==> src/lspc_cfg.svh <==
`ifndef LSPC_CFG_SVH
`define LSPC_CFG_SVH

// Raster geometry in pixel ticks per line and lines per frame
`define LSPC_H_TOTAL 384
`define LSPC_H_SYNC 32
`define LSPC_V_TOTAL 264
`define LSPC_V_BLANK_START 240
`define LSPC_V_SYNC 8

// 1 for PAL, 0 for NTSC
`define LSPC_VIDEO_MODE 1

`define LSPC_VRAM_WORDS 32768

// Register byte offsets on the host bus
`define LSPC_REG_VRAMADDR 4'h0
`define LSPC_REG_VRAMRW 4'h2
`define LSPC_REG_VRAMMOD 4'h4
`define LSPC_REG_MODE 4'h6
`define LSPC_REG_TIMERHI 4'h8
`define LSPC_REG_TIMERLO 4'hA
`define LSPC_REG_IRQACK 4'hC
`define LSPC_REG_TIMERSTOP 4'hE

`endif

==> src/lspcPkg.sv <==
package lspcPkg;

	// Raster position, horizontal or vertical
	typedef logic [8:0] rasterCnt;

	typedef logic [14:0] vramAddr;

	// VRAM word, also used for register values
	typedef logic [15:0] vramWord;

	typedef logic [31:0] timerVal;

	typedef logic [2:0] aaCount;

	// Beam position and sync outputs
	typedef struct packed {
		rasterCnt hCount;
		rasterCnt vCount;
		logic hSync;
		logic vSync;
		logic vBlank;
	} rasterPos;

	// Single-cycle host access to VRAM
	typedef struct packed {
		logic valid;
		logic write;
		vramAddr addr;
		vramWord wdata;
	} vramReq;

	typedef struct packed {
		timerVal reloadVal;
		logic loadNow;
		logic reloadOnZero;
		logic intEnable;
		logic stopInBorder;
	} timerCtrl;

	typedef enum logic [0:0] {wrIdle, wrResp} axiWrState;

endpackage

==> src/videoSync.sv <==
`timescale 1ns/1ps
`include "lspc_cfg.svh"

module videoSync(
	input logic CLK_24M,
	input logic nRESET,
	output logic pixTick,
	output lspcPkg::rasterPos pos
);

	localparam lspcPkg::rasterCnt hLast = 9'(`LSPC_H_TOTAL - 1);
	localparam lspcPkg::rasterCnt vLast = 9'(`LSPC_V_TOTAL - 1);
	localparam lspcPkg::rasterCnt hSyncStart = 9'(`LSPC_H_TOTAL - `LSPC_H_SYNC);
	localparam lspcPkg::rasterCnt vSyncStart = 9'(`LSPC_V_TOTAL - `LSPC_V_SYNC);

	logic [1:0] tickDiv;
	lspcPkg::rasterCnt hCount;
	lspcPkg::rasterCnt vCount;

	// 24 MHz down to the 6 MHz pixel rate
	always_ff @(posedge CLK_24M)
	begin
		if (!nRESET)
			tickDiv <= 2'd0;
		else
			tickDiv <= tickDiv + 2'd1;
	end

	assign pixTick = (tickDiv == 2'd3);

	always_ff @(posedge CLK_24M)
	begin
		if (!nRESET)
		begin
			hCount <= '0;
			vCount <= '0;
		end
		else if (pixTick)
		begin
			if (hCount == hLast)
			begin
				hCount <= '0;
				// Next line, wrap at end of frame
				vCount <= (vCount == vLast) ? '0 : vCount + 9'd1;
			end
			else
				hCount <= hCount + 9'd1;
		end
	end

	// Sync pulses sit at the end of the line and of the frame
	assign pos.hCount = hCount;
	assign pos.vCount = vCount;
	assign pos.hSync = (hCount >= hSyncStart);
	assign pos.vSync = (vCount >= vSyncStart);
	assign pos.vBlank = (vCount >= 9'(`LSPC_V_BLANK_START));

	hCountRange: assert property (@(posedge CLK_24M) disable iff (!nRESET)
		hCount < 9'(`LSPC_H_TOTAL));

endmodule

==> config.mk <==
export PLATFORM = sky130hd
export DESIGN_NAME = videoSync
export DESIGN_NICKNAME = d
export VERILOG_FILES = /design/src/lspcPkg.sv /design/src/videoSync.sv
export VERILOG_INCLUDE_DIRS = /design/src
export SDC_FILE = /design/constraint.sdc
export NUM_CORES = 1
export LEC_CHECK = 0
export ABC_CLOCK_PERIOD_IN_PS = 4500
export BUFFER_PORTS_ARGS = -buffer_cell sky130_fd_sc_hd__buf_2
export CAP_MARGIN = 20
export CORE_MARGIN = 4
export CORE_UTILIZATION = 55
export CTS_CLUSTER_SIZE = 8
export DETAILED_ROUTE_END_ITERATION = 12
export PLACE_DENSITY_LB_ADDON = 0.3
export SLEW_MARGIN = 20
export SYNTH_ARGS = -nofsm -noshare
export SYNTH_HDL_FRONTEND = slang
export SYNTH_SLANG_ARGS = --single-unit
==> constraint.sdc <==
create_clock -name CLK_24M -period 4.5 [get_ports CLK_24M]
set_clock_uncertainty 0.2 [all_clocks]
set_input_delay 1.35 -clock CLK_24M [delete_from_list [all_inputs] [get_ports CLK_24M]]
set_output_delay 1.35 -clock CLK_24M [all_outputs]
set_load 0.02 [all_outputs]
==> Word-level counts from Yosys, hierarchy flattened <==
Cells that the tools add are included.
{ "op_classes": {"n_eq_ne": 3, "add_sub_neg": 3, "muxes": 2, "reduce_logical": 1, "order_cmp": 3} }
{ "op_table": {"columns": ["cell", "count"], "rows": [
  ["$add A9 B1 Y9 const B", 2],
  ["$eq A9 B9 Y1 const B", 2],
  ["$ge A9 B9 Y1 const B", 2],
  ["$mux W9", 2],
  ["$ge A9 B8 Y1 const B", 1],
  ["$add A2 B1 Y2 const B", 1],
  ["$eq A2 B2 Y1 const B", 1],
  ["$reduce_and A2 Y1", 1]
]} }
{ "totals": {"reg_bits": 20} }

==> Depth between registers and ports, before layout <==
Gate-level depths: netlist of run 1.
{ "logic_depth": {"ltp_word": 2, "depth_mapped": 6} }

==> Worst setup path before layout of run 1 <==
OpenSTA, ideal clock, no wires.
{ "synth_timing": {"kind": "register to output", "startpoint": "register hCount[6]", "endpoint": "output pos[2] (netlist name)", "required_ps": 2950, "t_arrival_ps": 919, "slack_ps": 2031, "stages_incl_launch_ff": 3, "path_cell_list": "dfxtp_1 > a21oi_1 > nor2b_1"} }
{ "synth_lines": {"columns": ["item", "line", "rtl"], "rows": [
  ["start: declaration", "videoSync.sv:17", "lspcPkg::rasterCnt hCount;"],
  ["start signal: assignment", "videoSync.sv:47", "hCount <= hCount + 9'd1;"],
  ["end: declaration", "videoSync.sv:8", "output lspcPkg::rasterPos pos"]
]} }

==> impl_results.md, run 1 <==
* Min-delay src: tickDiv[0]
* # IOs at 24
* Crit Path Category: reg2out
* Fmax at ~370 MHz
* Vias in the first global route at 769
* Final worst path period share at 60.5%
* Crit path launch type: flop
* Clk_lat worst skew at ~300 ps
* Bufs and invs on worst path at 1
* Post-CTS Setup Repair Bufs at 0
* Die W at 50.2 µm
* Crit-path max FO at 8
* Routing usage on met3 at under 10%
* Slowest cell on the critical path: dfxtp_1
* Least-Margin Pin Slew at 422 ps
* DRT antenna net count at 0
* Drt first pass iters at 5
* Register Area at around 400 µm²
* First-pass GRT wire length at 3330 µm
* Vias at 866
* Tmin final at 2720 ps
* P&R area growth vs syn at 16.5%
* Gr busiest metal: met2
* CP arrival at 1170 ps
* Reg2reg start: tickDiv[0]
* Synth Warn # at 0
* Yosys reg bits at 20
* Vias/cell at 5.52
* Grt met2 use at 28.0%
* Distinct cells, synth at 30
* Syn_nets at between 100 and 150
* Slew Limit Fails at 0
* Clock-pin slew on the worst setup and hold paths at 120 ps
* GP Congestion at 0.830
* First DRT Iteration DRCs at 36
* CTS tree: done
* Share of cells above drive strength 1 at 23.3%
* Cts repair resizes at 0
* DP Wirelength at 1470 µm
* Sequential area share after synthesis at 41.0%
* WL per Instance at between 10 and 15 µm
* Largest net degree at the start of global routing at 15
* Setup tns final at 0 ps
* Commonest non-fill, non-tap cell in the layout: buf_2
* Root Buffer Master: clkbuf_4
* HP Class: reg2reg
* Setup crit end kind: output port
* Hold Buf Count CTS at 0
* Worst rel slew slack at 71.9%
* Leak pwr at 0.000488 µW
* GRT Residual Overflow at 0
* Fill cells at 127
* Final setup viols at 0
* Multi-input logic area at 538 µm²
* Num rows at 14
* CTS Buffer Depth at 2
* CTS sink cnt at 20
* Layout Utilization at 71.4%
* Cells after Synth at between 100 and 150
* Initial antenna violation count at 0
* Worst path max stage delay at 460 ps
* Core ar. at ~1600 µm²
* Port buffer count at 23
* Met1 Use GR at 20.9%
* H-tree levels at 1
* Maximum VDD drop at roughly 0.00022 V
* GRT Overall Usage at around 16%
* Max Cap Viol at 0
* Die ar. at roughly 2500 µm²
* Worst path required time at 2950 ps
* Crit path cell chain: nand4_1 > nand2b_1 > buf_2
* Status: completed
* Mapped Area at 977 µm²
* # diodes at 0
* Initial Util at between 60% and 70%
* Power per cell area at 259 nW/µm²
* CP delay by family, top: flip-flops
* Final wirelength at 2010 µm
* Total CTS buffers at 3
* Syn Area/Cell at 8.88 µm²
* DRC viols at 0
* Final hold violation count at 0
* Origin of the worst setup path: vCount[4]
* Die H at 50.2 µm
* Nets at around 140
* Commonest non-fill, non-tap cells in the layout: 23 x buf_2, 20 x dfxtp_1, 13 x nor2_1
* RSZ-0062 raised after global routing: false
## worst register-to-register path, cell delays in order, from the launching register on
cell and delay [ps]:
dfxtp_1 350, ha_1 290, and3_4 260, nand3_4 160, or4_1 550, a21oi_1 160
## per-layer routing
layer | wire length [µm] | share of wire [%] | vias up
met5 | 0 | 0 | -
met4 | 2 | 0.099 | 0
met3 | 137 | 6.8 | 2
met2 | 951 | 47 | 38
met1 | 920 | 46 | 396
li1 | - | - | 430
## cells by family after synthesis
kind of cell,Yosys count,synth area share [%]
flops,20,41.0
xor+xnor,8,7.17
mux,3,3.07
compound gates,15,9.73
buf+inv,9,3.97
fa+ha+maj,5,6.40
simple gates,50,28.7
## where the power goes
group          switching, µW  internal (µW)
registers               1.31            179
logic                   7.69           3.87
clock network           53.9           49.2
## stage by stage
| step | setup slack, ps | hold slack, ps | area, µm² | cells | power, µW |
|---|---|---|---|---|---|
| 3_3_place_gp | 2010 | 206 | 1100 | 153 | 196 |
| 2_1_floorplan | 2030 | 199 | 977 | 110 | 192 |
| 6_report | 1780 | 228 | 1140 | 157 | 295 |
| 4_1_cts | 1770 | 236 | 1140 | 157 | 297 |
| 3_5_place_dp | 1960 | 220 | 1100 | 153 | 196 |
| 5_1_grt | 1660 | 251 | 1140 | 157 | 308 |
## cell type report
cell class | instances | area share (%)
inverter | 5 | 1.65
clock buffer | 4 | 3.19
multi-input combinational | 81 | 47.3
sequential | 20 | 35.2
tap | 24 | 2.64
timing repair buffer | 23 | 10.1
## cells in the mapped netlist
library cell	n	area, µm²
nand4_1	5	31.3
ha_1	5	62.6
buf_2	1	5.00
or2_2	1	6.26
nor2b_1	1	6.26
a21oi_1	7	35.0
nand3_1	5	25.0
buf_4	1	7.51
and2_1	1	6.26
or3_1	2	12.5
and4_1	1	8.76
and3_4	1	11.3
or4_1	3	22.5
and3_1	2	12.5
inv_1	5	18.8
a41oi_1	1	8.76
o22ai_1	2	12.5
and3b_2	1	10.0
o31ai_1	4	30.0
nor2_1	13	48.8
nand3_4	1	17.5
nand2_1	9	33.8
mux2i_1	3	30.0
nor4b_1	1	8.76
xnor2_1	1	8.76
dfxtp_1	20	400
clkbuf_1	2	7.51
xor2_1	7	61.3
o32ai_1	1	8.76
nand2b_1	3	18.8
## sequential cells by signal, summed over array words and instances, names as in the netlist
signal   flops
tickDiv      2
hCount       9
vCount       9
## worst paths after layout
check / slack, ps / end / cells past startpoint
setup / recovery: 1780 / pos[0] / 3
hold / removal: 230 / tickDiv[0] / 1
setup reg to reg: 2500 / vCount[7] / 5
hold reg to reg: 230 / tickDiv[0] / 1
Power figures use the tool's default switching activity.
==> run 2, diff against run 1 <==
--- a/config.mk
+++ b/config.mk
@@ -6,11 +6,11 @@
 export SDC_FILE = /design/constraint.sdc
 export NUM_CORES = 1
 export LEC_CHECK = 0
-export ABC_CLOCK_PERIOD_IN_PS = 4500
+export ABC_CLOCK_PERIOD_IN_PS = 2200
 export BUFFER_PORTS_ARGS = -buffer_cell sky130_fd_sc_hd__buf_2
 export CAP_MARGIN = 20
 export CORE_MARGIN = 4
-export CORE_UTILIZATION = 55
+export CORE_UTILIZATION = 46
 export CTS_CLUSTER_SIZE = 8
 export DETAILED_ROUTE_END_ITERATION = 12
 export PLACE_DENSITY_LB_ADDON = 0.3
==> constraint.sdc (replaced) <==
create_clock -name CLK_24M -period 2.2 [get_ports CLK_24M]
set_clock_uncertainty 0.2 [all_clocks]
set_input_delay 0.66 -clock CLK_24M [delete_from_list [all_inputs] [get_ports CLK_24M]]
set_output_delay 0.66 -clock CLK_24M [all_outputs]
set_load 0.02 [all_outputs]
==> run 2 against run 1 <==
  * Utilization shrank 14 points
  * Sequential share of layout area fell by 0.15 points
  * Register-to-register slack worse by 2300 ps
  * Critical path depth is the same
  * Worst hold slack better by 9.4 ps
  * Setup slack got worse by 1600 ps
  * Count of clock-buffer cells in the layout shrank 1
  * First-iteration DRC count down 58%
==> impl_results.md, run 2 (synthesis gave the netlist of run 1 again) <==
* Status: completed
* Worst path required time at 1340 ps
* Tmin final at 2040 ps
* CP delay by family, top: flip-flops
* Initial Util at 49.3%
* DP Wirelength at 1530 µm
* Hold Buf Count CTS at 0
* Worst rel slew slack at 82.8%
* Die ar. at about 2900 µm²
* WL per Instance at 12.7 µm
* Largest net degree at the start of global routing at 15
* Setup tns final at 0 ps
* Slowest cell on the critical path: dfxtp_1
* Fin area at roughly 1100 µm²
* GRT Residual Overflow at 0
* Final setup margin at between 150 and 200 ps
* Setup crit end kind: output port
* DRC viols at 0
* Clock-pin slew on the worst setup and hold paths at 110 ps
* Total CTS buffers at 3
* Post-CTS Setup Repair Bufs at 0
* Least-Margin Pin Slew at 255 ps
* Total placed instance area at 1120 µm²
* GP Congestion at 0.801
* Die H at around 54 µm
* Vias in the first global route at 740
* Final setup viols at 0
* Crit path cell chain: nand4_1 > nand2b_1 > buf_2
* Root Buffer Master: clkbuf_4
* Commonest non-fill, non-tap cell in the layout: buf_2
* CTS sink cnt at 20
* Port buffer count at 23
* Fmax at 491 MHz
* Leak pwr at 0.000491 µW
* Power Total at 559 µW
* Worst path max stage delay at 480 ps
* Vias at ~860
* Final wirelength at between 2000 and 2500 µm
* # diodes at 0
* Worst hold margin at 238 ps
* First-pass GRT wire length at 3440 µm
* CTS Buffer Depth at 2
* Power per cell area at 489 nW/µm²
* Place WS at just under 200 ps
* Die W at about 54 µm
* Maximum VDD drop at 0.000325 V
* CTS tree: done
* DRT antenna net count at 0
* Drt first pass iters at 4
* # IOs at 24
* Clk_lat worst skew at 290 ps
* Max Cap Viol at 0
* Crit path launch type: flop
* H-tree levels at 1
* Share of cells above drive strength 1 at between 20% and 30%
* Commonest non-fill, non-tap cells in the layout: 23 x buf_2, 20 x dfxtp_1, 13 x nor2_1
* Final worst path period share at 92.6%
* RSZ-0062 raised after global routing: false
* Cts repair resizes at 0
* Nets at 143
* Bufs and invs on worst path at 1
* Crit Path Category: reg2out
* First DRT Iteration DRCs at 15
* GRT Overall Usage at 15.9%
* Vias/cell at about 5.3
* Crit-path max FO at 8
* Top flop regs: hCount x9, vCount x9, tickDiv x2
* P&R area growth vs syn at 17.0%
* Final hold violation count at 0
* Num rows at 16
* Core ar. at ~2000 µm²
* Initial antenna violation count at 0
* CP arrival at around 1200 ps
* HP Class: reg2reg
* Slew Limit Fails at 0
==> run 2: cell count changes in the layout (fill, tap and decap cells not counted) <==
cell      before  now
buf_4          0    2
clkbuf_8       1    0
==> run 2: final cells by class <==
class                      count  area (µm²)
fill                         194         838
timing repair buffer          25         130
clock buffer                   3        22.5
sequential                    20         400
inverter                       5        18.8
tap                           27        33.8
multi-input combinational     81         538
==> run 2: worst register-to-register path, cell delays in order (launching register included) <==
cell     delay [ps]
dfxtp_1         430
ha_1            260
and3_4          240
nand3_4         160
or4_1           540
a21oi_1         140
==> run 2: metal layers <==
| metal | vias to the layer above | track usage [%] | share of wire (%) |
|---|---|---|---|
| li1 | 436 | - | - |
| met1 | 404 | 21.3 | 48 |
| met2 | 19 | 25.8 | 48 |
| met3 | 2 | 2.49 | 3.5 |
| met4 | 0 | 4.98 | 0.59 |
| met5 | - | 0 | 0 |
==> run 2: report_power, final <==
part           switching (µW)  internal [µW]
logic                    16.0           9.56
clock network             101           63.6
registers                2.96            366
total                     120            440
==> run 2: worst paths after layout <==
path,slack [ps],cells past startpoint,endpoint,start
worst max-delay path,160,3,pos[0],vCount[4]
worst min-delay path,240,1,tickDiv[0],tickDiv[0]
worst max register to register,170,5,vCount[7],hCount[0]
worst min register to register,240,1,tickDiv[0],tickDiv[0]
==> run 2: per-stage QoR <==
| stage | utilization, % | std cells |
|---|---|---|
| after floorplan | - | 110 |
| after global placement | 56.6 | 158 |
| after detailed placement | 56.6 | 158 |
| after CTS | 57.7 | 161 |
| after global routing | 57.7 | 161 |
| final | 57.7 | 161 |
