<file path="src/lspc_cfg.svh">
`ifndef LSPC_CFG_SVH
`define LSPC_CFG_SVH

// Raster geometry in pixel ticks per line and lines per frame
`define LSPC_H_TOTAL 384
`define LSPC_H_SYNC 32
`define LSPC_V_TOTAL 264
`define LSPC_V_BLANK_START 240
`define LSPC_V_SYNC 8

// 1 for PAL, 0 for NTSC
`define LSPC_VIDEO_MODE 1

`define LSPC_VRAM_WORDS 32768

// Register byte offsets on the host bus
`define LSPC_REG_VRAMADDR 4'h0
`define LSPC_REG_VRAMRW 4'h2
`define LSPC_REG_VRAMMOD 4'h4
`define LSPC_REG_MODE 4'h6
`define LSPC_REG_TIMERHI 4'h8
`define LSPC_REG_TIMERLO 4'hA
`define LSPC_REG_IRQACK 4'hC
`define LSPC_REG_TIMERSTOP 4'hE

`endif

</file>
<file path="src/lspcPkg.sv">
package lspcPkg;

	// Raster position, horizontal or vertical
	typedef logic [8:0] rasterCnt;

	typedef logic [14:0] vramAddr;

	// VRAM word, also used for register values
	typedef logic [15:0] vramWord;

	typedef logic [31:0] timerVal;

	typedef logic [2:0] aaCount;

	// Beam position and sync outputs
	typedef struct packed {
		rasterCnt hCount;
		rasterCnt vCount;
		logic hSync;
		logic vSync;
		logic vBlank;
	} rasterPos;

	// Single-cycle host access to VRAM
	typedef struct packed {
		logic valid;
		logic write;
		vramAddr addr;
		vramWord wdata;
	} vramReq;

	typedef struct packed {
		timerVal reloadVal;
		logic loadNow;
		logic reloadOnZero;
		logic intEnable;
		logic stopInBorder;
	} timerCtrl;

	typedef enum logic [0:0] {wrIdle, wrResp} axiWrState;

endpackage

</file>
<file path="src/lspcRegs.sv">
`timescale 1ns/1ps
`include "lspc_cfg.svh"

module lspcRegs(
	input logic CLK_24M,
	input logic nRESET,
	input logic [3:0] awaddr,
	input logic awvalid,
	output logic awready,
	input lspcPkg::vramWord wdata,
	input logic wvalid,
	output logic wready,
	output logic bvalid,
	input logic bready,
	output logic [1:0] bresp,
	input logic [3:0] araddr,
	input logic arvalid,
	output logic arready,
	output lspcPkg::vramWord rdata,
	output logic rvalid,
	input logic rready,
	output logic [1:0] rresp,
	input lspcPkg::rasterPos pos,
	input lspcPkg::vramWord vramRdata,
	input logic vramBusy,
	input logic timerZero,
	input lspcPkg::aaCount aaValue,
	output lspcPkg::vramReq vramCmd,
	output lspcPkg::timerCtrl tmr,
	output logic [7:0] aaSpeed,
	output logic aaDisable,
	output logic irqVblank,
	output logic irqTimer
);

	lspcPkg::axiWrState wrState;
	lspcPkg::vramAddr vramAddrReg;
	lspcPkg::vramWord modStep;
	lspcPkg::timerVal timerReload;
	lspcPkg::vramWord readValue;
	logic [2:0] timerIntMode;
	logic timerIntEn;
	logic timerLoadReq;
	logic timerStop;
	logic vBlankPrev;
	logic vBlankRise;
	logic wrFire;
	logic arFire;
	logic ackVblank;
	logic ackTimer;

	// Write taken only with both channels valid and VRAM idle
	assign wrFire = awvalid && wvalid && (wrState == lspcPkg::wrIdle) && !vramBusy;
	assign awready = wrFire;
	assign wready = wrFire;
	assign bvalid = (wrState == lspcPkg::wrResp);
	assign bresp = 2'b00;

	always_ff @(posedge CLK_24M)
	begin
		if (!nRESET)
			wrState <= lspcPkg::wrIdle;
		else if (wrFire)
			wrState <= lspcPkg::wrResp;
		else if (bvalid && bready)
			wrState <= lspcPkg::wrIdle;
	end

	always_ff @(posedge CLK_24M)
	begin
		if (!nRESET)
		begin
			vramAddrReg <= '0;
			modStep <= '0;
			aaSpeed <= '0;
			timerIntMode <= '0;
			timerIntEn <= 1'b0;
			aaDisable <= 1'b0;
			timerReload <= '0;
			timerLoadReq <= 1'b0;
			timerStop <= 1'b0;
			vramCmd.valid <= 1'b0;
		end
		else
		begin
			vramCmd.valid <= 1'b0;
			timerLoadReq <= 1'b0;
			if (wrFire)
			begin
				case (awaddr)
					`LSPC_REG_VRAMADDR:
					begin
						// New address prefetches its word
						vramAddrReg <= wdata[14:0];
						vramCmd.valid <= 1'b1;
						vramCmd.write <= 1'b0;
						vramCmd.addr <= wdata[14:0];
					end
					`LSPC_REG_VRAMRW:
					begin
						vramCmd.valid <= 1'b1;
						vramCmd.write <= 1'b1;
						vramCmd.addr <= vramAddrReg;
						vramCmd.wdata <= wdata;
						vramAddrReg <= vramAddrReg + modStep[14:0];
					end
					`LSPC_REG_VRAMMOD: modStep <= wdata;
					`LSPC_REG_MODE:
					begin
						aaSpeed <= wdata[15:8];
						timerIntMode <= wdata[7:5];
						timerIntEn <= wdata[4];
						aaDisable <= wdata[3];
					end
					`LSPC_REG_TIMERHI: timerReload[31:16] <= wdata;
					`LSPC_REG_TIMERLO:
					begin
						timerReload[15:0] <= wdata;
						timerLoadReq <= timerIntMode[0];
					end
					`LSPC_REG_TIMERSTOP: timerStop <= wdata[0];
					default: ;
				endcase
			end
		end
	end

	// Bit 2 acks vblank, bit 1 acks the raster timer
	assign ackVblank = wrFire && (awaddr == `LSPC_REG_IRQACK) && wdata[2];
	assign ackTimer = wrFire && (awaddr == `LSPC_REG_IRQACK) && wdata[1];
	assign vBlankRise = pos.vBlank && !vBlankPrev;

	always_ff @(posedge CLK_24M)
	begin
		if (!nRESET)
		begin
			vBlankPrev <= 1'b0;
			irqVblank <= 1'b0;
			irqTimer <= 1'b0;
		end
		else
		begin
			vBlankPrev <= pos.vBlank;
			if (ackVblank)
				irqVblank <= 1'b0;
			else if (vBlankRise)
				irqVblank <= 1'b1;
			if (ackTimer)
				irqTimer <= 1'b0;
			else if (timerZero)
				irqTimer <= 1'b1;
		end
	end

	// Mode bit 1 also reloads at the start of vblank
	assign tmr = '{
		reloadVal: timerReload,
		loadNow: timerLoadReq || (timerIntMode[1] && vBlankRise),
		reloadOnZero: timerIntMode[2],
		intEnable: timerIntEn,
		stopInBorder: timerStop && (`LSPC_VIDEO_MODE != 0)
	};

	always_comb
	begin
		case (araddr)
			`LSPC_REG_VRAMADDR, `LSPC_REG_VRAMRW: readValue = vramRdata;
			`LSPC_REG_VRAMMOD: readValue = modStep;
			`LSPC_REG_MODE: readValue = {pos.vCount, 3'b000, 1'(`LSPC_VIDEO_MODE), aaValue};
			`LSPC_REG_TIMERHI: readValue = timerReload[31:16];
			`LSPC_REG_TIMERLO: readValue = timerReload[15:0];
			`LSPC_REG_IRQACK: readValue = {13'd0, irqVblank, irqTimer, 1'b0};
			`LSPC_REG_TIMERSTOP: readValue = {15'd0, timerStop};
			default: readValue = '0;
		endcase
	end

	// One read in flight, held until rready
	assign arFire = arvalid && !rvalid;
	assign arready = arFire;
	assign rresp = 2'b00;

	always_ff @(posedge CLK_24M)
	begin
		if (!nRESET)
			rvalid <= 1'b0;
		else if (arFire)
			rvalid <= 1'b1;
		else if (rready)
			rvalid <= 1'b0;
	end

	always_ff @(posedge CLK_24M)
	begin
		if (arFire)
			rdata <= readValue;
	end

	noCmdWhileBusy: assert property (@(posedge CLK_24M) disable iff (!nRESET)
		vramCmd.valid |-> !vramBusy);

	bvalidAfterWrite: assert property (@(posedge CLK_24M) disable iff (!nRESET)
		$rose(bvalid) |-> $past(wrFire));

endmodule

</file>
<file path="config.mk">
export PLATFORM = sky130hd
export DESIGN_NAME = lspcRegs
export DESIGN_NICKNAME = d
export VERILOG_FILES = /design/src/lspcPkg.sv /design/src/lspcRegs.sv
export VERILOG_INCLUDE_DIRS = /design/src
export SDC_FILE = /design/constraint.sdc
export NUM_CORES = 1
export LEC_CHECK = 0
export ABC_CLOCK_PERIOD_IN_PS = 2500
export BUFFER_PORTS_ARGS = -buffer_cell sky130_fd_sc_hd__buf_2
export CAP_MARGIN = 20
export CORE_AREA = 8 8 127 129
export CTS_CLUSTER_DIAMETER = 60
export DETAILED_ROUTE_END_ITERATION = 10
export DIE_AREA = 0 0 135 137
export PLACE_DENSITY = 0.8
export SLEW_MARGIN = 0
export SYNTH_ARGS = -nofsm -noshare
export SYNTH_HDL_FRONTEND = slang
export SYNTH_SLANG_ARGS = --single-unit
</file>
<file path="constraint.sdc">
create_clock -name CLK_24M -period 2.5 [get_ports CLK_24M]
set_input_delay 0.125 -clock CLK_24M [delete_from_list [all_inputs] [get_ports CLK_24M]]
set_output_delay 0.125 -clock CLK_24M [all_outputs]
set_load 0.01 [all_outputs]
</file>
* Word level (Yosys, flattened, before mapping) *
Cells that the tools add are included.

storage, ports and cells
  flip-flop bits (word level) = 132
  output and inout bits = 105

operators by class
  add/subtract/negate cells = 1
  equal/unequal tests = 14
  mux-type cells = 7
  bitwise gates (word level) = 2
  reductions and logical operators = 32

operator list
  kind                                                             number
  16-bit case mux with 7 select lines                              1
  17-bit case mux with 2 select lines                              1
  4-bit == test, second input constant                             8
  15-bit case mux with 2 select lines                              1
  4-bit by 3-bit == test with 1-bit output, second input constant  4
  15-bit adder                                                     1
  2-bit AND reduction                                              7
  1-bit logical AND                                                10
  3-bit AND reduction                                              3
  4-bit by 2-bit == test with 1-bit output, second input constant  2
  4-bit logical NOT                                                2
  2-bit nonzero test                                               3
  2-bit OR reduction                                               3
  1-bit 2-to-1 mux                                                 4
  1-bit logical NOT                                                3
  1-bit inverter                                                   2
  1-bit logical OR                                                 1

* Logic depth before layout (Yosys ltp) *
Gate-level depths: netlist (run 1).

  depth after elaboration = 6
  gate-level depth with buffers = 10
  depth with buffers taken out = 10

* Worst setup path after synthesis (run 1) *
No wires, ideal clock.

  path kind = flip-flop to flip-flop
  from = register vramAddrReg[0]
  to = register vramAddrReg[14]
  setup time = 0.121 ns
  data arrival time = 1.899 ns
  data required time = 2.379 ns
  path slack = 0.480 ns
  stages on the path, launching flop included = 11
  cells stage by stage = dfxtp_1 > ha_1 > inv_1 > fa_1 > nor2b_1 > o31a_1 > o211ai_1 > a21boi_1 > a2bb2oi_1 > nand3_1 > nor3b_1

on the way
  cells in the longest elaborated chain, start to end = 2

RTL lines
  item                                 RTL line         RTL
  start: declaration                   lspcRegs.sv:37   lspcPkg::vramAddr vramAddrReg;
  start signal: assignment             lspcRegs.sv:94   vramAddrReg <= wdata[14:0];
  start signal: assignment             lspcRegs.sv:105  vramAddrReg <= vramAddrReg + modStep[14:0];
  15-bit adder                         lspcRegs.sv:105
  15-bit case mux with 2 select lines  lspcRegs.sv:90   case (awaddr)

Every way passes these cells.
A chain may end at the register's enable or synchronous reset.

* Final worst setup path (run 1) *
Ends and elaborated chain as after synthesis.

==> flow_summary.yaml, run 1 <==
status:
  status: "finished clean"
setup_path:
  rrSetupSlack_ns: 0.19
  required_ns: 2.84
  critPathLaunchType: "flip-flop"
  startpoint: "vramAddrReg[0]"
  reg2reg_to: "vramAddrReg[14]"
  critical-path-max-stage-delay_ns: 0.40
  cp_slowest_cell: "fa_1"
  endpoint: "vramAddrReg[14]"
  worstPathCellList: "ha_1 > inv_1 > fa_1 > nor2b_1 > o31a_1 > o211ai_1 > a21boi_1 > a2bb2oi_1 > a21oi_1 > nor3b_1"
  crit_fanout: 4
  rr_worst_depth: 10
  endpoint_kind: "flip-flop"
  cp.arrival_ns: 2.65
  path_class: "flip-flop to flip-flop"
  r2r_start: "vramAddrReg[0]"
global_routing:
  gr-usage-all-layers_pct: 18.9
  grtUsageMet1_pct: 21.7
  met3_usage_pct: 7.05
  grt_max_degree: 69
  overflow: 0
  antenna_found_initial: 1
  grt_pass1_wl_mm: 27.2
  busiest_layer: "met2"
  met2_usage_pct: 32.1
  grt_pass1_vias: 5226
min_path:
  hold_path.class: "input port to flip-flop"
clock_network:
  clk_pin_slew_ns: 0.06
  clk_path_buf_depth: 2
  cts_buffers: 17
  cts_root_buf: "clkbuf_16"
  clock-sinks: 132
  postCtsSetupBuffers: 0
  clk_latency_ns: 0.42
  cts_tree: "yes"
  h-tree-depth: 4
timing:
  finalHoldViolCount: 0
  worstMarginPinSlew_ns: 1.06
  max_slew_margin_pct: 28.9
  report.final.setup_viol: 0
  fin_ws_ns: 0.193
  timing.hold.ws_ns: 0.0181
  drv_slew: 0
  rsz0062_at_grt: "no"
  period_needed_ns: 2.31
  fmax_mhz: 434
  fin_skew_ns: 0.00918
  min_period_over_period_pct: 92.3
  tns_ns: 0
floorplan:
  die_x_microns: 135
  pin_count: 178
  core_area_sq_mm: 0.0142
  rows: 44
  start_util_pct: 43.7
  die_h_microns: 137
  die_area_sq_mm: 0.0185
layout:
  syn_to_final_growth_pct: 27.8
  fin_nets: 865
  final_layout_size_suffix_gt1_share_pct: 27.7
  n_antenna_cell: 0
  final_cells: 974
yosys:
  muxShareOfSynthArea_pct: 9.83
  ys.warnings.count: 0
  yosys_most_used_dff: "dfxtp_1"
  synthSimpleGateAreaFrac_pct: 17.8
  syn_area_per_cell_sq_um: 10.3
  yosysSeqAreaShare_pct: 50.3
  syn_area_sq_mm: 0.00621
  synth-adder-area-share_pct: 3.14
  synth-compound-area-share_pct: 14.8
  synth-edff-count: 48
  ys_types: 54
  syn_inst: 603
  synth_top_family_by_area: "simple AND/OR/NAND/NOR gates"
  synth-xor-area-share_pct: 0.705
  ys_seq_elements: 132
  synthArstFlopShare_pct: 0
job:
  maxCapViolations: 0
detailed_routing:
  drt-initial-drc-count: 395
  num_vias: 5186
  final_antenna_net_count: 0
  drt_first_pass_iters: 6
  viasPerCell: 5.32
  drt_drc_violations_left: 0
  wl_per_cell_microns: 18.2
  routed_wl_mm: 17.7
placement:
  gp_congestion: 0.864
  dp_hpwl_mm: 13.0
  port_buffers: 162
  dp_worst_setup_slack_ns: 0.211
  dp.cells: 932
power_and_ir_drop:
  power.density_mw_per_mm2: 649
  p_leak_uw: 0.00363
  total_power_uw: 5150
  vdd.ir_drop.worst_uv: 518
-- worst min-delay path by stage --
stage                     slack, ns           from    endpoint  cells past startpoint
after floorplan                0.22       wdata[1]    irqTimer                      1
after global placement         0.35         pos[0]  vBlankPrev                      2
after detailed placement       0.35         pos[0]  vBlankPrev                      2
after CTS                    0.0006  vramRdata[15]   rdata[15]                      3
after global routing           0.01       wdata[7]  vramCmd[7]                      1
final                          0.02  vramRdata[15]   rdata[15]                      3
-- per-stage QoR --
step                util [%]  area (sq um)
floorplan                  -          6220
global placement        50.8          7210
detailed placement      50.9          7230
CTS                     55.9          7940
global route            55.9          7940
finish                  55.9          7940
-- routing by layer --
metal	routed length [microns]	vias up	part of all wire, %
met3	1760	25	9.9
met2	8580	220	48
met5	8	-	0.045
li1	-	2505	-
met4	285	2	1.6
met1	7060	2434	40
-- power by group --
part | switching, uW | internal (uW) | total, uW
sequential | 14.4 | 2260 | 2270
combinational | 185 | 131 | 316
clock | 899 | 1670 | 2570
-- kinds of logic after synthesis --
logic type                 after synthesis
DFF                                    132
adders and majority gates               15
AOI/OAI and AO/OA                      129
and+or+nand+nor                        215
xor gates and xnor gates                 5
buffers and inverters                   45
other                                    1
muxes                                   61
-- critical path, delay by kind of cell, from the launching register on --
| kind | cells | cell delay (ns) |
|---|---|---|
| AND/OR/NAND/NOR | 2 | 0.35 |
| flip-flops | 1 | 0.36 |
| buffers and inverters | 1 | 0.06 |
| AO/OA/AOI/OAI | 5 | 0.85 |
| adder cells (fa/ha/maj) | 2 | 0.60 |
-- layout by cell type, fill, tap and decap left out, drive strengths merged, types with 2 or more instances in the layout --
cell         instances
o211ai               9
inv                  9
nand2               73
nand3               20
a21boi              24
nor3b                5
nand2b               3
and3                 5
mux2i               61
nor3                 8
dlygate4sd3         10
xnor2                3
clkbuf              23
o221ai               4
a22oi               24
o21ai               13
a221o                3
nor2b               55
o211a                2
dfxtp               84
a21oi               22
ha                  14
edfxtp              48
o21a                 6
nor2                31
clkinv               5
or3                  6
a22o                 5
conb                 4
a21o                 4
and2                 5
o21bai               3
bufinv               3
xor2                 2
buf                178
-- final cells by class --
type | count | area [sq um]
clock inverter | 9 | 125
inverter | 9 | 33.8
timing repair buffer | 188 | 1030
clock buffer | 23 | 488
tap | 184 | 230
fill | 1257 | 6260
multi-input combinational | 429 | 2900
sequential | 132 | 3120
-- registers in the layout, indices dropped and copies added (netlist names) --
| signal | cells |
|---|---|
| aaDisable | 1 |
| aaSpeed | 8 |
| bvalid | 1 |
| irqTimer | 1 |
| irqVblank | 1 |
| modStep | 16 |
| rdata | 16 |
| rvalid | 1 |
| timerIntEn | 1 |
| timerIntMode | 3 |
| timerLoadReq | 1 |
| timerReload | 32 |
| timerStop | 1 |
| vBlankPrev | 1 |
| vramAddrReg | 15 |
| vramCmd | 33 |
-- timing repair --
action | in CTS | in global routing
hold buffers | 10 | 0
gates resized for setup | 0 | 0
endpoints found under the setup margin | 0 | 0
endpoints found under the hold margin | 9 | 0
-- cell usage after synthesis, types with 12 or more instances --
cell type	n	area [sq um]
ha_1	14	175
a22oi_1	24	180
o21ai_0	12	60.1
clkbuf_1	16	60.1
nand3_1	20	100
nand2_1	73	274
a21boi_0	23	173
mux2i_1	61	611
dfxtp_1	84	1680
a21oi_1	22	110
nor2_1	30	113
edfxtp_1	48	1440
nor2b_1	55	344
No activity file was read; power rests on OpenSTA's default activity.
==> run 2, diff against run 1 <==
--- a/config.mk
+++ b/config.mk
@@ -10,6 +10,7 @@
 export BUFFER_PORTS_ARGS = -buffer_cell sky130_fd_sc_hd__buf_2
 export CAP_MARGIN = 20
 export CORE_AREA = 8 8 127 129
+export CTS_BUF_LIST = sky130_fd_sc_hd__clkbuf_8
 export CTS_CLUSTER_DIAMETER = 60
 export DETAILED_ROUTE_END_ITERATION = 10
 export DIE_AREA = 0 0 135 137
==> run 2 against run 1 <==
  * Fmax fell by 2.6%
  * Critical path type unchanged
  * Utilization rose by 1.2 points
  * Wire length rose by 4.7%
  * Critical path depth rose by 1
==> flow_summary.yaml, run 2 (same netlist as run 1, synthesis figures left out) <==
clock_network:
  clk_pin_slew_ns: 0.07
  cts_tree: "yes"
  cts_buffers: 17
  h-tree-depth: 4
  clk_latency_ns: 0.45
  clock-sinks: 132
  cts_root_buf: "clkbuf_8"
  clk_path_buf_depth: 2
detailed_routing:
  drt_drc_violations_left: 0
  num_vias: 5379
  drt_first_pass_iters: 5
  routed_wl_mm: 18.5
  drt-initial-drc-count: 331
  wl_per_cell_microns: 18.3
  final_antenna_net_count: 0
  viasPerCell: 5.33
setup_path:
  worstPathCellList: "ha_1 > inv_1 > fa_1 > nor2b_2 > o31a_1 > buf_4 > o21a_1 > o21a_1 > or3_1 > nand3_1 > a31oi_1"
  endpoint_kind: "flip-flop"
  critPathLaunchType: "flip-flop"
  cpMostUsedCell: "o21a_1"
  cp.arrival_ns: 2.70
  crit_fanout: 3
  critical-path-max-stage-delay_ns: 0.33
  path_class: "flip-flop to flip-flop"
  cp_slowest_cell: "dfxtp_1"
  required_ns: 2.83
layout:
  layout_commonest_cell: "buf_2"
  largest_reg_flops: 33
  syn_to_final_growth_pct: 30.5
  fin_nets: 901
  n_antenna_cell: 0
  top_regs: "vramCmd (33), timerReload (32)"
  final_cells: 1010
  top_register: "vramCmd"
  final_util_pct: 57.1
  layout_common_cells: "buf_2, dfxtp_1, nand2_1, mux2i_1, nor2b_1"
  final_layout_size_suffix_gt1_share_pct: 26.8
placement:
  port_buffers: 162
  gp_congestion: 0.864
  dp.cells: 932
  dp_worst_setup_slack_ns: 0.211
  dp_hpwl_mm: 13.0
floorplan:
  die_x_microns: 135
  start_util_pct: 43.7
  rows: 44
  die_h_microns: 137
  core_area_sq_mm: 0.0142
  pin_count: 178
  die_area_sq_mm: 0.0185
timing:
  period_needed_ns: 2.37
  drv_slew: 0
  fin_skew_ns: 0.0114
  timing.hold.ws_ns: 0.0428
  worstMarginPinSlew_ns: 1.08
  fin_ws_ns: 0.133
  tns_ns: 0
  finalHoldViolCount: 0
  max_slew_margin_pct: 27.8
  fmax_mhz: 422
  rsz0062_at_grt: "no"
  min_period_over_period_pct: 94.7
  report.final.setup_viol: 0
power_and_ir_drop:
  power.density_mw_per_mm2: 558
  clockPowerShare_pct: 41.9
  p_leak_uw: 0.00372
  seq_power_share_pct: 50.1
  internal-power_uw: 3500
  vdd.ir_drop.worst_uv: 393
  p_switching_uw: 1030
  p_sw_share_pct: 22.7
  p_comb_share_pct: 8.0
global_routing:
  overflow: 0
  grt_pass1_wl_mm: 28.7
  gr-usage-all-layers_pct: 20.0
  grt_max_degree: 69
  grt_pass1_vias: 5460
  antenna_found_initial: 0
job:
  maxCapViolations: 0
min_path:
  hold_path.class: "input port to flip-flop"
status:
  status: "finished clean"
[run 2: cell types whose count changed in the layout (fill, tap and decap cells not counted)]
cell           change
dlygate4sd3_1     +35
clkbuf_8          +17
nor2b_1            -1
inv_1              +2
clkbuf_16         -17
buf_4              +1
clkbuf_1           -2
nor2b_2            +1
[run 2: per-layer routing]
metal,vias up,global-route usage (%),part of all wire (%)
met5,-,0,0
met4,0,8.14,2.4
met3,48,6.64,8.5
met2,229,34.1,49
met1,2525,22.7,40
li1,2577,-,-
[run 2: path summary, 6_finish.rpt]
check	slack [ns]	cells past startpoint	start	end
worst max register to register	0.13	11	vramAddrReg[0]	vramAddrReg[8]
worst min-delay path	0.04	1	wdata[11]	vramCmd[11]
worst min register to register	0.48	2	timerReload[3]	timerReload[3]
worst max-delay path	0.13	11	vramAddrReg[0]	vramAddrReg[8]
[run 2: repair_timing]
| item | in CTS | in global routing |
|---|---|---|
| setup buffers | 0 | 1 |
| endpoints found under the setup margin | 0 | 2 |
| resized for setup | 0 | 1 |
| hold endpoints to repair | 48 | 0 |
| hold buffers | 45 | 0 |
[run 2: final cells by class]
class | count | area [sq um]
fill | 1236 | 6100
sequential | 132 | 3120
multi-input combinational | 429 | 2910
timing repair buffer | 224 | 1390
clock buffer | 21 | 289
tap | 184 | 230
clock inverter | 11 | 133
inverter | 9 | 33.8
[run 2: worst max-delay path, delay by kind of cell, from the launching register on]
kind	cells	cell delay (ns)
flip-flops	1	0.33
adder cells (fa/ha/maj)	2	0.43
AND/OR/NAND/NOR	3	0.46
AO/OA/AOI/OAI	4	0.79
buffers and inverters	2	0.24
[run 2: power by group through the flow]
stage          Sequential, uW  Clock [uW]  Combinational [uW]
5_1_grt                  2270        2020                 387
3_3_place_gp             2310           0                 298
4_1_cts                  2270        1940                 355
3_5_place_dp             2320           0                 301
6_report                 2270        1900                 360
2_1_floorplan            2330           0                 136
[run 2: through the flow]
stage | power [uW] | cell area (sq um)
6_report | 4520 | 8110
3_5_place_dp | 2620 | 7230
3_3_place_gp | 2610 | 7210
2_1_floorplan | 2460 | 6220
5_1_grt | 4680 | 8110
4_1_cts | 4560 | 8100
