==> src/lspc_cfg.svh <==
`ifndef LSPC_CFG_SVH
`define LSPC_CFG_SVH

// Raster geometry in pixel ticks per line and lines per frame
`define LSPC_H_TOTAL 384
`define LSPC_H_SYNC 32
`define LSPC_V_TOTAL 264
`define LSPC_V_BLANK_START 240
`define LSPC_V_SYNC 8

// 1 for PAL, 0 for NTSC
`define LSPC_VIDEO_MODE 1

`define LSPC_VRAM_WORDS 32768

// Register byte offsets on the host bus
`define LSPC_REG_VRAMADDR 4'h0
`define LSPC_REG_VRAMRW 4'h2
`define LSPC_REG_VRAMMOD 4'h4
`define LSPC_REG_MODE 4'h6
`define LSPC_REG_TIMERHI 4'h8
`define LSPC_REG_TIMERLO 4'hA
`define LSPC_REG_IRQACK 4'hC
`define LSPC_REG_TIMERSTOP 4'hE

`endif

==> src/lspcPkg.sv <==
package lspcPkg;

	// Raster position, horizontal or vertical
	typedef logic [8:0] rasterCnt;

	typedef logic [14:0] vramAddr;

	// VRAM word, also used for register values
	typedef logic [15:0] vramWord;

	typedef logic [31:0] timerVal;

	typedef logic [2:0] aaCount;

	// Beam position and sync outputs
	typedef struct packed {
		rasterCnt hCount;
		rasterCnt vCount;
		logic hSync;
		logic vSync;
		logic vBlank;
	} rasterPos;

	// Single-cycle host access to VRAM
	typedef struct packed {
		logic valid;
		logic write;
		vramAddr addr;
		vramWord wdata;
	} vramReq;

	typedef struct packed {
		timerVal reloadVal;
		logic loadNow;
		logic reloadOnZero;
		logic intEnable;
		logic stopInBorder;
	} timerCtrl;

	typedef enum logic [0:0] {wrIdle, wrResp} axiWrState;

endpackage

==> src/rasterTimer.sv <==
`timescale 1ns/1ps

module rasterTimer(
	input logic CLK_24M,
	input logic nRESET,
	input logic pixTick,
	input lspcPkg::rasterPos pos,
	input lspcPkg::timerCtrl ctrl,
	output logic zero
);

	lspcPkg::timerVal count;
	logic running;

	// Stopped in the vertical border only when asked to
	assign running = !pos.vBlank || !ctrl.stopInBorder;

	always_ff @(posedge CLK_24M)
	begin
		if (!nRESET)
		begin
			count <= '0;
			zero <= 1'b0;
		end
		else
		begin
			zero <= 1'b0;
			if (ctrl.loadNow)
			begin
				// Immediate load wins over the tick
				count <= ctrl.reloadVal;
			end
			else if (pixTick && running)
			begin
				if (count == '0)
				begin
					zero <= ctrl.intEnable;
					if (ctrl.reloadOnZero)
						count <= ctrl.reloadVal;
				end
				else
					count <= count - 32'd1;
			end
		end
	end

	// Zero comes from a pixel tick, so it never lasts two cycles
	zeroIsPulse: assert property (@(posedge CLK_24M) disable iff (!nRESET)
		zero |=> !zero);

endmodule

==> config.mk <==
export PLATFORM = sky130hd
export DESIGN_NAME = rasterTimer
export DESIGN_NICKNAME = d
export VERILOG_FILES = /design/src/lspc_cfg.svh /design/src/lspcPkg.sv /design/src/rasterTimer.sv
export SDC_FILE = /design/constraint.sdc
export NUM_CORES = 1
export LEC_CHECK = 0
export BUFFER_PORTS_ARGS = -buffer_cell sky130_fd_sc_hd__clkbuf_2
export CAP_MARGIN = 20
export CORE_MARGIN = 8
export CORE_UTILIZATION = 45
export CTS_BUF_LIST = sky130_fd_sc_hd__clkbuf_8
export DETAILED_ROUTE_END_ITERATION = 12
export GPL_TIMING_DRIVEN = 0
export PLACE_DENSITY = 0.8
export SYNTH_ARGS = -nofsm -noshare
export SYNTH_HDL_FRONTEND = slang
export SYNTH_SLANG_ARGS = --single-unit
==> constraint.sdc <==
create_clock -name CLK_24M -period 6.31 [get_ports CLK_24M]
set_input_delay 0.9465 -clock CLK_24M [delete_from_list [all_inputs] [get_ports CLK_24M]]
set_output_delay 0.9465 -clock CLK_24M [all_outputs]
set_load 0.02 [all_outputs]
== Word level (Yosys, flattened, before mapping) ==
Cells that the tools add are included.
Operators by class
  equality and inequality tests: 1
  mux-type cells: 4
  bitwise logic cells: 3
  add/subtract/negate cells: 1
  reductions and logical operators: 8
Operators by type and width (number)
  2-to-1 mux 32 bit: 4
  zero test 32 bit: 1
  subtractor 32 x 1 -> 32 bit, second input constant: 1
  OR reduction 4 bit: 1
  != test 3 bit, second input constant: 1
  inverter 1 bit: 3
  zero test 1 bit: 2
  AND reduction 2 bit: 1
  nonzero test 2 bit: 1
  logical AND 1 bit: 1
  logical OR 1 bit: 1
Word-level totals
  bits of input ports: 60
  output and inout port bits: 1
  register bits after elaboration: 33
  word-level logic and storage cells: 19

== Depth between registers and ports, before layout ==
Gate-level depths: netlist of the first run.
  depth in word-level cells: 5
  gate-level depth with buffers: 10
  gate-level depth less buffers: 8

== Least setup slack after synthesis of the first run ==
OpenSTA, ideal clock, no wires.
  path kind: input port to flip-flop
  start: in pixTick
  end: reg count[19]
  stages: 6
  buffers on the path: 1
  required time: 6.175 ns
  arrival time: 2.467 ns
  path slack: 3.709 ns
  setup time: 0.135 ns
  path through: a21boi_0 > clkbuf_1 > o41ai_4 > or3_2 > o311ai_0 > o21ai_0
On the way
  longest elaborated chain between the ends: 3
Ends and longest elaborated chain
  from (decl): RTL line rasterTimer.sv:6  | input logic pixTick,
  logical AND 1 bit: RTL line rasterTimer.sv:33  | else if (pixTick && running)
  nonzero test 2 bit (no source line)
  AND reduction 2 bit (no source line)
  to (signal assigned): RTL line rasterTimer.sv:31  | count <= ctrl.reloadVal;
  to (signal assigned): RTL line rasterTimer.sv:39  | count <= ctrl.reloadVal;
  to (signal assigned): RTL line rasterTimer.sv:42  | count <= count - 32'd1;
  to (decl): RTL line rasterTimer.sv:12  | lspcPkg::timerVal count;
Every way passes these cells.
A chain may end at the register's enable or synchronous reset.

== Worst setup path in the final report of the first run ==
  start: reg count[0]
  end: reg count[25]
On the way
  longest elaborated chain between the ends: 4
  elaborated cells between the ends (all ways): 7
  classes of those cells: 1 x add/sub; 1 x eq/ne; 3 x mux; 2 x reduce/logical
Ends and longest elaborated chain
  subtractor 32 x 1 -> 32 bit or zero test 32 bit (tied branches): RTL line rasterTimer.sv:42, rasterTimer.sv:35
  2-to-1 mux 32 bit: RTL line rasterTimer.sv:35  | if (count == '0)
  2-to-1 mux 32 bit: RTL line rasterTimer.sv:33
  2-to-1 mux 32 bit: RTL line rasterTimer.sv:28  | if (ctrl.loadNow)
Several ways; a longest one is shown, not always the timed one. The select of a mux whose other input is x is not followed.

==> impl_metrics.env, run 1 <==
export IMPL_ys_ff_latch=33
export IMPL_wire_per_inst_um=17.4
export IMPL_dr_pass1_iters=5
export IMPL_worst_pin_slew_ps=777
export IMPL_die_y_um=84.3
export IMPL_die_area_sq_um=7110
export IMPL_yosysTopAreaCellShare_pct=31.5
export IMPL_cp_required_ps=6460
export IMPL_grt_first_pass_wirelength_um=10900
export IMPL_cts_resized_gates=0
export IMPL_finalNetCount=377
export IMPL_reg2reg_depth=6
export IMPL_area_growth_pct=16.7
export IMPL_synth_most_common_cell="dfxtp_1"
export IMPL_crit_path_max_fanout=8
export IMPL_grt_use_total_pct=18.4
export IMPL_vias=2382
export IMPL_max_clock_path_buffers=2
export IMPL_fmaxAchievable_mhz=340
export IMPL_synthTopCellsByCount="dfxtp_1 (33), a21oi_1 (28), nor2_1 (23), o21ai_0 (23), nor3_1 (20)"
export IMPL_cts_made_buffers=5
export IMPL_placementRows=25
export IMPL_start_util_pct=45.7
export IMPL_grt_max_degree=11
export IMPL_post_dp_hpwl_um=4710
export IMPL_overflow=0
export IMPL_slew_headroom_pct=47.8
export IMPL_ys_async_sr_fraction_pct=0
export IMPL_cts_hold_buffers=0
export IMPL_slew_violations=0
export IMPL_vias_per_cell=6.44
export IMPL_crit_end="count[25]$_SDFFE_PN0P_"
export IMPL_yosys_cell_types_count=46
export IMPL_hp_class="flip-flop to flip-flop"
export IMPL_ys_seq_area_share_pct=31.5
export IMPL_ant_nets=0
export IMPL_power_density_nw_per_um2=228
export IMPL_vdd_drop_max_v=0.000103
export IMPL_core_area_sq_um=4600
export IMPL_drv_cap=0
export IMPL_clk_latency_ps=290
export IMPL_fin_worst_skew_ps=8.50
export IMPL_grt_pass1_vias=2349
export IMPL_yosys_warnings=0
export IMPL_end_kind="flip-flop"
export IMPL_clock_sinks=33
export IMPL_netlist_area_sq_um=2100
export IMPL_n_antenna_cell=0
export IMPL_setup_viol=0
export IMPL_io_pins=61
export IMPL_finalWorstSetupSlack_ps=3370
export IMPL_min_from="count[30]$_SDFFE_PN0P_"
export IMPL_io_buffer_count=40
export IMPL_postCtsSetupBuffers=0
export IMPL_gp_congestion=0.929
export IMPL_leakage_nw=0.932
export IMPL_setup_tns_ps=0
export IMPL_timing_final_crit_share_pct=46.5
export IMPL_finalWirelength_um=6440
export IMPL_synth_fp_nets=330
export IMPL_r2r_slack_ps=3370
export IMPL_preCtsSetupSlack_ps=3280
export IMPL_first_iter_violations=258
export IMPL_dieWidth_um=84.3
export IMPL_clockRootBuffer="clkbuf_8"
export IMPL_htreeDepth=2
export IMPL_start_kind="flip-flop"
export IMPL_cp_startpoint="count[0]$_SDFFE_PN0P_"
export IMPL_ys_top_cells_by_area="dfxtp_1 (31%), a21oi_1 (6.7%), o311ai_0 (5.8%), o21ai_0 (5.5%), nor3_1 (4.8%)"
export IMPL_syn_avg_cell_area_sq_um=7.83
export IMPL_arrival_ps=3090
export IMPL_nFillCells=455
export IMPL_rsz0062_at_grt="no"
export IMPL_synth_edff_count=0
export IMPL_worstReg2RegEnd="count[25]$_SDFFE_PN0P_"
export IMPL_synth_top_area_cell="dfxtp_1"
export IMPL_ys_flop_type="dfxtp_1"
export IMPL_antenna_found_initial=0
export IMPL_status="finished, final reports clean"
export IMPL_cts_reportedPaths_clkPinSlew_ps=70
export IMPL_drcViolationCount=0
export IMPL_cts_tree="yes"
export IMPL_syn_instance_count=268
export IMPL_crit_type="flip-flop to flip-flop"
export IMPL_r2r_start="count[0]$_SDFFE_PN0P_"
export IMPL_hold_viol_final=0
export IMPL_drive_above_1_share_pct=21.8
export IMPL_period_needed_ps=2940
[logic make-up (layout without fill, tap and decap cells)]
family | after synthesis | count (layout) | synth area share [%]
AOI/OAI and AO/OA | 97 | 97 | 30.6
adders and majority gates | 2 | 2 | 1.19
buffers and inverters | 22 | 70 | 6.97
DFF | 33 | 33 | 31.5
muxes | 1 | 1 | 0.477
and+or+nand+nor | 113 | 113 | 29.3
[flip-flops by register name (all words and copies together), names as in the netlist]
register,cells
zero,1
count,32
[worst min path at each step]
stage	end	slack, ps	cells after the start
4_1_cts	count[26]$_SDFFE_PN0P_	490	2
3_5_place_dp	count[26]$_SDFFE_PN0P_	480	2
5_1_grt	count[22]$_SDFFE_PN0P_	530	2
2_1_floorplan	count[26]$_SDFFE_PN0P_	460	2
3_3_place_gp	count[22]$_SDFFE_PN0P_	470	2
6_report	count[30]$_SDFFE_PN0P_	500	2
[metal layers]
| layer | vias up | GRT usage (%) | share of wire, % |
|---|---|---|---|
| met3 | 23 | 5.42 | 8.9 |
| met5 | - | 0 | 0 |
| met1 | 1094 | 21.0 | 41 |
| met4 | 0 | 9.58 | 2.7 |
| met2 | 118 | 30.2 | 48 |
| li1 | 1147 | - | - |
[layout make-up]
class,count,area (sq um),share of cell area [%]
buffer,17,128,5.21
clock buffer,5,68.8,2.81
clock inverter,3,13.8,0.562
inverter,5,18.8,0.766
multi-input combinational,213,1290,52.8
sequential,33,661,27.0
tap,54,67.6,2.76
timing repair buffer,40,200,8.17
[per-stage QoR]
stage,cells,util [%],cell area [sq um],hold slack [ps],power (W)
CTS,370,53.3,2450,493,0.000560
floorplan,268,-,2100,459,0.000358
global route,370,53.3,2450,533,0.000593
global placement,362,51.5,2370,474,0.000403
detailed placement,362,51.5,2370,482,0.000406
finish,370,53.3,2450,503,0.000560
[critical path, cell delays in order, from the launching register on]
cell and delay, ps:
dfxtp_1 350, nor4_1 590, nand4_1 440, nor3_1 720
nand3_1 210, o311ai_0 360, o21ai_0 140
[layout by cell type, fill, tap and decap left out, drive strengths merged, types with 7 or more instances in the layout]
cell,netlist,layout
a21oi,28,28
buf,9,9
clkbuf,8,53
dfxtp,33,33
nand2,12,12
nand3,19,19
nor2,23,23
nor3,20,20
nor4,10,10
o211ai,7,7
o21ai,30,30
o311ai,14,14
[report_power, final]
group,internal [W],switching [W]
Clock,0.0000748,0.0000798
Sequential,0.000225,0.0000169
Combinational,0.0000615,0.000102
Total,0.000361,0.000198
No activity file was read; power rests on OpenSTA's default activity.
==> inputs of run 2 (changes only) <==
==> constraint.sdc (replaced) <==
create_clock -name CLK_24M -period 2.85 [get_ports CLK_24M]
set_input_delay 0.4275 -clock CLK_24M [delete_from_list [all_inputs] [get_ports CLK_24M]]
set_output_delay 0.4275 -clock CLK_24M [all_outputs]
set_load 0.02 [all_outputs]
==> impl_metrics.env, run 2 (same netlist as run 1, synthesis figures left out) <==
export IMPL_io_buffer_count=40
export IMPL_cp_required_ps=3010
export IMPL_preCtsSetupSlack_ps=20.7
export IMPL_wire_per_inst_um=17.6
export IMPL_dr_pass1_iters=5
export IMPL_die_y_um=84.3
export IMPL_hold_viol_final=0
export IMPL_vdd_drop_max_v=0.000229
export IMPL_hp_class="input port to flip-flop"
export IMPL_cts_reportedPaths_clkPinSlew_ps=70
export IMPL_slew_violations=0
export IMPL_routed_top_layer="met4"
export IMPL_core_area_sq_um=4600
export IMPL_final_cell_mix="clkbuf_2 (42), dfxtp_1 (33), a21oi_1 (28), nor2_1 (23), o21ai_0 (23)"
export IMPL_first_iter_violations=249
export IMPL_grt_max_degree=11
export IMPL_finalWorstSetupSlack_ps=209
export IMPL_crit_type="flip-flop to flip-flop"
export IMPL_worst_pin_slew_ps=665
export IMPL_dieWidth_um=84.3
export IMPL_arrival_ps=2800
export IMPL_cts_made_buffers=5
export IMPL_placementRows=25
export IMPL_finalWirelength_um=6510
export IMPL_drive_above_1_share_pct=22.8
export IMPL_grt_first_pass_wirelength_um=10900
export IMPL_largest_reg_flops=32
export IMPL_nFillCells=455
export IMPL_io_pins=61
export IMPL_ant_nets=0
export IMPL_start_util_pct=45.7
export IMPL_clock_sinks=33
export IMPL_max_clock_path_buffers=2
export IMPL_timing_final_crit_share_pct=92.7
export IMPL_wl_met3_um=569
export IMPL_n_antenna_cell=0
export IMPL_die_area_sq_um=7110
export IMPL_drv_cap=0
export IMPL_final_common_cell="clkbuf_2"
export IMPL_cts_tree="yes"
export IMPL_cts_hold_buffers=0
export IMPL_leakage_nw=0.937
export IMPL_setup_tns_ps=0
export IMPL_status="finished, final reports clean"
export IMPL_rsz0062_at_grt="no"
export IMPL_period_needed_ps=2640
export IMPL_clockRootBuffer="clkbuf_8"
export IMPL_grt_pass1_vias=2347
export IMPL_post_dp_hpwl_um=4710
export IMPL_fin_worst_skew_ps=7.75
export IMPL_top_regs="count: 32 flops, zero: 1 flops"
export IMPL_vias=2405
export IMPL_drcViolationCount=0
export IMPL_start_kind="flip-flop"
export IMPL_crit_path_max_fanout=10
export IMPL_vias_per_cell=6.50
export IMPL_slew_headroom_pct=55.5
export IMPL_antenna_found_initial=0
export IMPL_power_density_nw_per_um2=506
export IMPL_dr_wl_met2_um=3090
export IMPL_setup_viol=0
export IMPL_htreeDepth=2
export IMPL_gp_congestion=0.929
export IMPL_finalNetCount=377
export IMPL_grt_use_total_pct=18.5
export IMPL_top_register="count"
export IMPL_fmaxAchievable_mhz=379
export IMPL_end_kind="flip-flop"
export IMPL_area_growth_pct=17.2
export IMPL_clk_latency_ps=290
export IMPL_overflow=0
export IMPL_wl_met1_um=2710
-- run 2: cell count changes in the layout (fill, tap and decap cells not counted) --
| cell | before | now |
|---|---|---|
| clkbuf_1 | 5 | 4 |
| clkbuf_2 | 41 | 42 |
| nor3_1 | 20 | 18 |
| nor3_2 | 0 | 2 |
-- run 2: routing by layer --
layer / up-vias / GRT usage, %
met5: - / 0
li1: 1142 / -
met2: 135 / 30.4
met1: 1112 / 21.2
met4: 0 / 9.26
met3: 16 / 5.23
-- run 2: what timing repair did --
item                                    in CTS  in global routing
pin swaps                                    0                  1
gates resized for setup                      1                  3
buffers inserted                             0                  0
endpoints found under the setup margin       1                 19
-- run 2: power by group --
| part | leakage, nW | switching (W) | internal [W] | total, W |
|---|---|---|---|---|
| combinational | 0.616 | 0.000229 | 0.000137 | 0.000366 |
| clock | 0.0491 | 0.000178 | 0.000166 | 0.000343 |
| sequential | 0.271 | 0.0000381 | 0.000498 | 0.000536 |
| total | 0.937 | 0.000445 | 0.000801 | 0.00125 |
-- run 2: cell type report --
class                      count  area (sq um)  share of cell area (%)
tap                           54          67.6                    2.75
clock buffer                   5          68.8                    2.80
buffer                        17           129                    5.24
clock inverter                 3          13.8                   0.559
sequential                    33           661                    26.8
multi-input combinational    213          1300                    52.9
timing repair buffer          40           200                    8.13
inverter                       5          18.8                   0.763
-- run 2: worst paths after layout --
check	startpoint	end	slack (ps)	depth (start not counted)
max reg2reg	count[0]$_SDFFE_PN0P_	count[5]$_SDFFE_PN0P_	210	10
max	count[0]$_SDFFE_PN0P_	count[5]$_SDFFE_PN0P_	210	10
min	ctrl[1]	zero$_SDFF_PP0_	350	3
min reg2reg	count[26]$_SDFFE_PN0P_	count[26]$_SDFFE_PN0P_	490	2
-- run 2: through the flow --
step | std cells | power, W | hold WS [ps] | util [%] | instance area (sq um)
after floorplan | 268 | 0.000793 | 459 | - | 2100
after global placement | 362 | 0.000892 | 474 | 51.5 | 2370
after detailed placement | 362 | 0.000900 | 482 | 51.5 | 2370
after CTS | 370 | 0.00124 | 352 | 53.4 | 2450
after global routing | 370 | 0.00132 | 399 | 53.5 | 2460
final | 370 | 0.00125 | 347 | 53.5 | 2460
-- run 2: critical path, cell delays in order (launching register included) --
cell      delay [ps]
dfxtp_1          350
inv_1            130
ha_1             160
nor4b_1          330
and4_1           230
clkbuf_1         250
nand3_1          120
o21a_1           320
clkbuf_1         300
o311ai_0         180
o21ai_0          130
==> inputs of run 3 (changes only) <==
--- a/config.mk
+++ b/config.mk
@@ -7,12 +7,14 @@
 export LEC_CHECK = 0
 export BUFFER_PORTS_ARGS = -buffer_cell sky130_fd_sc_hd__clkbuf_2
 export CAP_MARGIN = 20
-export CORE_MARGIN = 8
-export CORE_UTILIZATION = 45
+export CELL_PAD_IN_SITES_DETAIL_PLACEMENT = 1
+export CELL_PAD_IN_SITES_GLOBAL_PLACEMENT = 2
+export CORE_MARGIN = 2
+export CORE_UTILIZATION = 27
 export CTS_BUF_LIST = sky130_fd_sc_hd__clkbuf_8
 export DETAILED_ROUTE_END_ITERATION = 12
 export GPL_TIMING_DRIVEN = 0
-export PLACE_DENSITY = 0.8
+export PLACE_DENSITY = 0.87
 export SYNTH_ARGS = -nofsm -noshare
 export SYNTH_HDL_FRONTEND = slang
 export SYNTH_SLANG_ARGS = --single-unit
==> constraint.sdc (replaced) <==
create_clock -name CLK_24M -period 2.4 [get_ports CLK_24M]
set_input_delay 0.36 -clock CLK_24M [delete_from_list [all_inputs] [get_ports CLK_24M]]
set_output_delay 0.36 -clock CLK_24M [all_outputs]
set_load 0.02 [all_outputs]
==> impl_metrics.env, run 3 (same netlist as run 1, synthesis figures left out) <==
export IMPL_drive_above_1_share_pct=31.2
export IMPL_final_common_cell="clkbuf_2"
export IMPL_top_register="count"
export IMPL_clock_sinks=33
export IMPL_min_from="ctrl[1]"
export IMPL_ant_nets=0
export IMPL_cts_reportedPaths_clkPinSlew_ps=80
export IMPL_multi_input_area_sq_um=1420
export IMPL_io_pins=61
export IMPL_area_growth_pct=31.4
export IMPL_overflow=0
export IMPL_timing_final_crit_share_pct=94.3
export IMPL_n_antenna_cell=0
export IMPL_clock_power_share_pct=32.5
export IMPL_antenna_found_initial=0
export IMPL_grt_pass1_vias=2533
export IMPL_wire_per_inst_um=18.4
export IMPL_drcViolationCount=0
export IMPL_start_util_pct=27.5
export IMPL_regArea_sq_um=664
export IMPL_clk_latency_ps=300
export IMPL_die_area_sq_um=8500
export IMPL_nFillCells=928
export IMPL_core_area_sq_um=7650
export IMPL_timing_hold_ws_ps=274
export IMPL_vdd_drop_max_v=0.000217
export IMPL_cts_made_buffers=5
export IMPL_status="finished, final reports clean"
export IMPL_start_kind="flip-flop"
export IMPL_internal_power_w=0.00114
export IMPL_crit_path_max_fanout=7
export IMPL_fmaxAchievable_mhz=442
export IMPL_slew_violations=0
export IMPL_clockRootBuffer="clkbuf_8"
export IMPL_cts_tree="yes"
export IMPL_crit_type="flip-flop to flip-flop"
export IMPL_netSwitchingFraction_pct=34.7
export IMPL_power_frac_seq_pct=37.3
export IMPL_first_iter_violations=94
export IMPL_dr_wl_met2_um=3910
export IMPL_setup_viol=0
export IMPL_hold_viol_final=0
export IMPL_vias_per_cell=5.60
export IMPL_hp_class="input port to flip-flop"
export IMPL_dr_pass1_iters=4
export IMPL_power_density_nw_per_um2=633
export IMPL_wl_met3_um=321
export IMPL_comb_power_share_pct=30.2
export IMPL_placementRows=32
export IMPL_finalNetCount=385
export IMPL_final_core_util_pct=36.1
export IMPL_leakage_nw=1.04
export IMPL_setup_tns_ps=0
export IMPL_die_y_um=92.2
export IMPL_routed_top_layer="met4"
export IMPL_finalWirelength_um=7840
export IMPL_htreeDepth=2
export IMPL_end_kind="flip-flop"
export IMPL_arrival_ps=2490
export IMPL_cp_required_ps=2620
export IMPL_largest_reg_flops=32
export IMPL_grt_max_degree=11
export IMPL_slew_headroom_pct=62.6
export IMPL_worst_pin_slew_ps=562
export IMPL_vias=2385
export IMPL_grt_use_total_pct=19.1
export IMPL_fin_worst_skew_ps=8.08
export IMPL_top_regs="count: 32 flops, zero: 1 flops"
export IMPL_r2r_start="count[23]$_SDFFE_PN0P_"
export IMPL_wl_met1_um=3540
export IMPL_period_needed_ps=2260
export IMPL_final_cell_mix="clkbuf_2 (41), dfxtp_1 (30), a21oi_1 (27), o21ai_0 (23), nor2_1 (22)"
export IMPL_p_switching_w=0.000607
export IMPL_io_buffer_count=40
export IMPL_dieWidth_um=92.2
export IMPL_post_dp_hpwl_um=5400
export IMPL_gp_congestion=0.824
export IMPL_grt_first_pass_wirelength_um=12800
export IMPL_cp_startpoint="count[23]$_SDFFE_PN0P_"
export IMPL_max_clock_path_buffers=2
export IMPL_drv_cap=0
## run 3: cell count changes in the layout (fill, tap and decap cells not counted), sizes merged
| cell | before | now |
|---|---|---|
| buf | 9 | 20 |
| clkinv | 2 | 0 |
| bufinv | 0 | 1 |
| clkbuf | 53 | 51 |
## run 3: area by class of cell
type | count | area share [%]
multi-input cells | 213 | 51.6
flip-flops and latches | 33 | 24.1
repair buffers | 49 | 9.84
plain buffers | 16 | 4.99
well taps | 102 | 4.63
clock buffers | 6 | 2.99
clock inverters | 2 | 1.22
inverters | 5 | 0.680
## run 3: path summary, 6_finish.rpt
check,slack [ps],to,depth (start not counted)
worst min register to register,500,count[26]$_SDFFE_PN0P_,2
worst max register to register,140,count[19]$_SDFFE_PN0P_,7
worst min-delay path,270,zero$_SDFF_PP0_,3
worst max-delay path,140,count[19]$_SDFFE_PN0P_,7
## run 3: layer usage
layer  up-vias  track usage (%)
met5         -                0
met1      1171             24.1
li1       1158                -
met2        49             33.8
met4         0             4.35
met3         7             3.20
## run 3: timing repair
action / CTS / global route
hold buffers: 0 / 0
gates resized for setup: 14 / 26
buffers inserted: 9 / 0
pin swaps: 5 / 1
gates cloned: 0 / 0
endpoints found under the setup margin: 32 / 31
## run 3: metrics by stage
stage / area, sq um / total power, W / instances / setup WS, ps
5_1_grt: 2760 / 0.00184 / 426 / -0.0335
3_3_place_gp: 2430 / 0.00108 / 410 / -488
6_report: 2760 / 0.00175 / 426 / 136
3_5_place_dp: 2430 / 0.00109 / 410 / -464
4_1_cts: 2670 / 0.00170 / 427 / 5.71
2_1_floorplan: 2100 / 0.000942 / 268 / 78.4
## run 3: worst max-delay path, stage by stage, from the launching register on
cell and delay [ps]:
dfxtp_2 360, or4_4 580, or2_4 300, o41ai_4 410, buf_4 220, or3_4 160, o311ai_2 80, o21ai_0 90
## run 3: power groups by stage
stage          clock network (W)  logic, W  registers [W]
2_1_floorplan                  0  0.000307       0.000634
6_report                0.000567  0.000527       0.000652
3_3_place_gp                   0  0.000434       0.000645
4_1_cts                 0.000573  0.000489       0.000638
5_1_grt                 0.000594  0.000584       0.000659
3_5_place_dp                   0  0.000443       0.000648
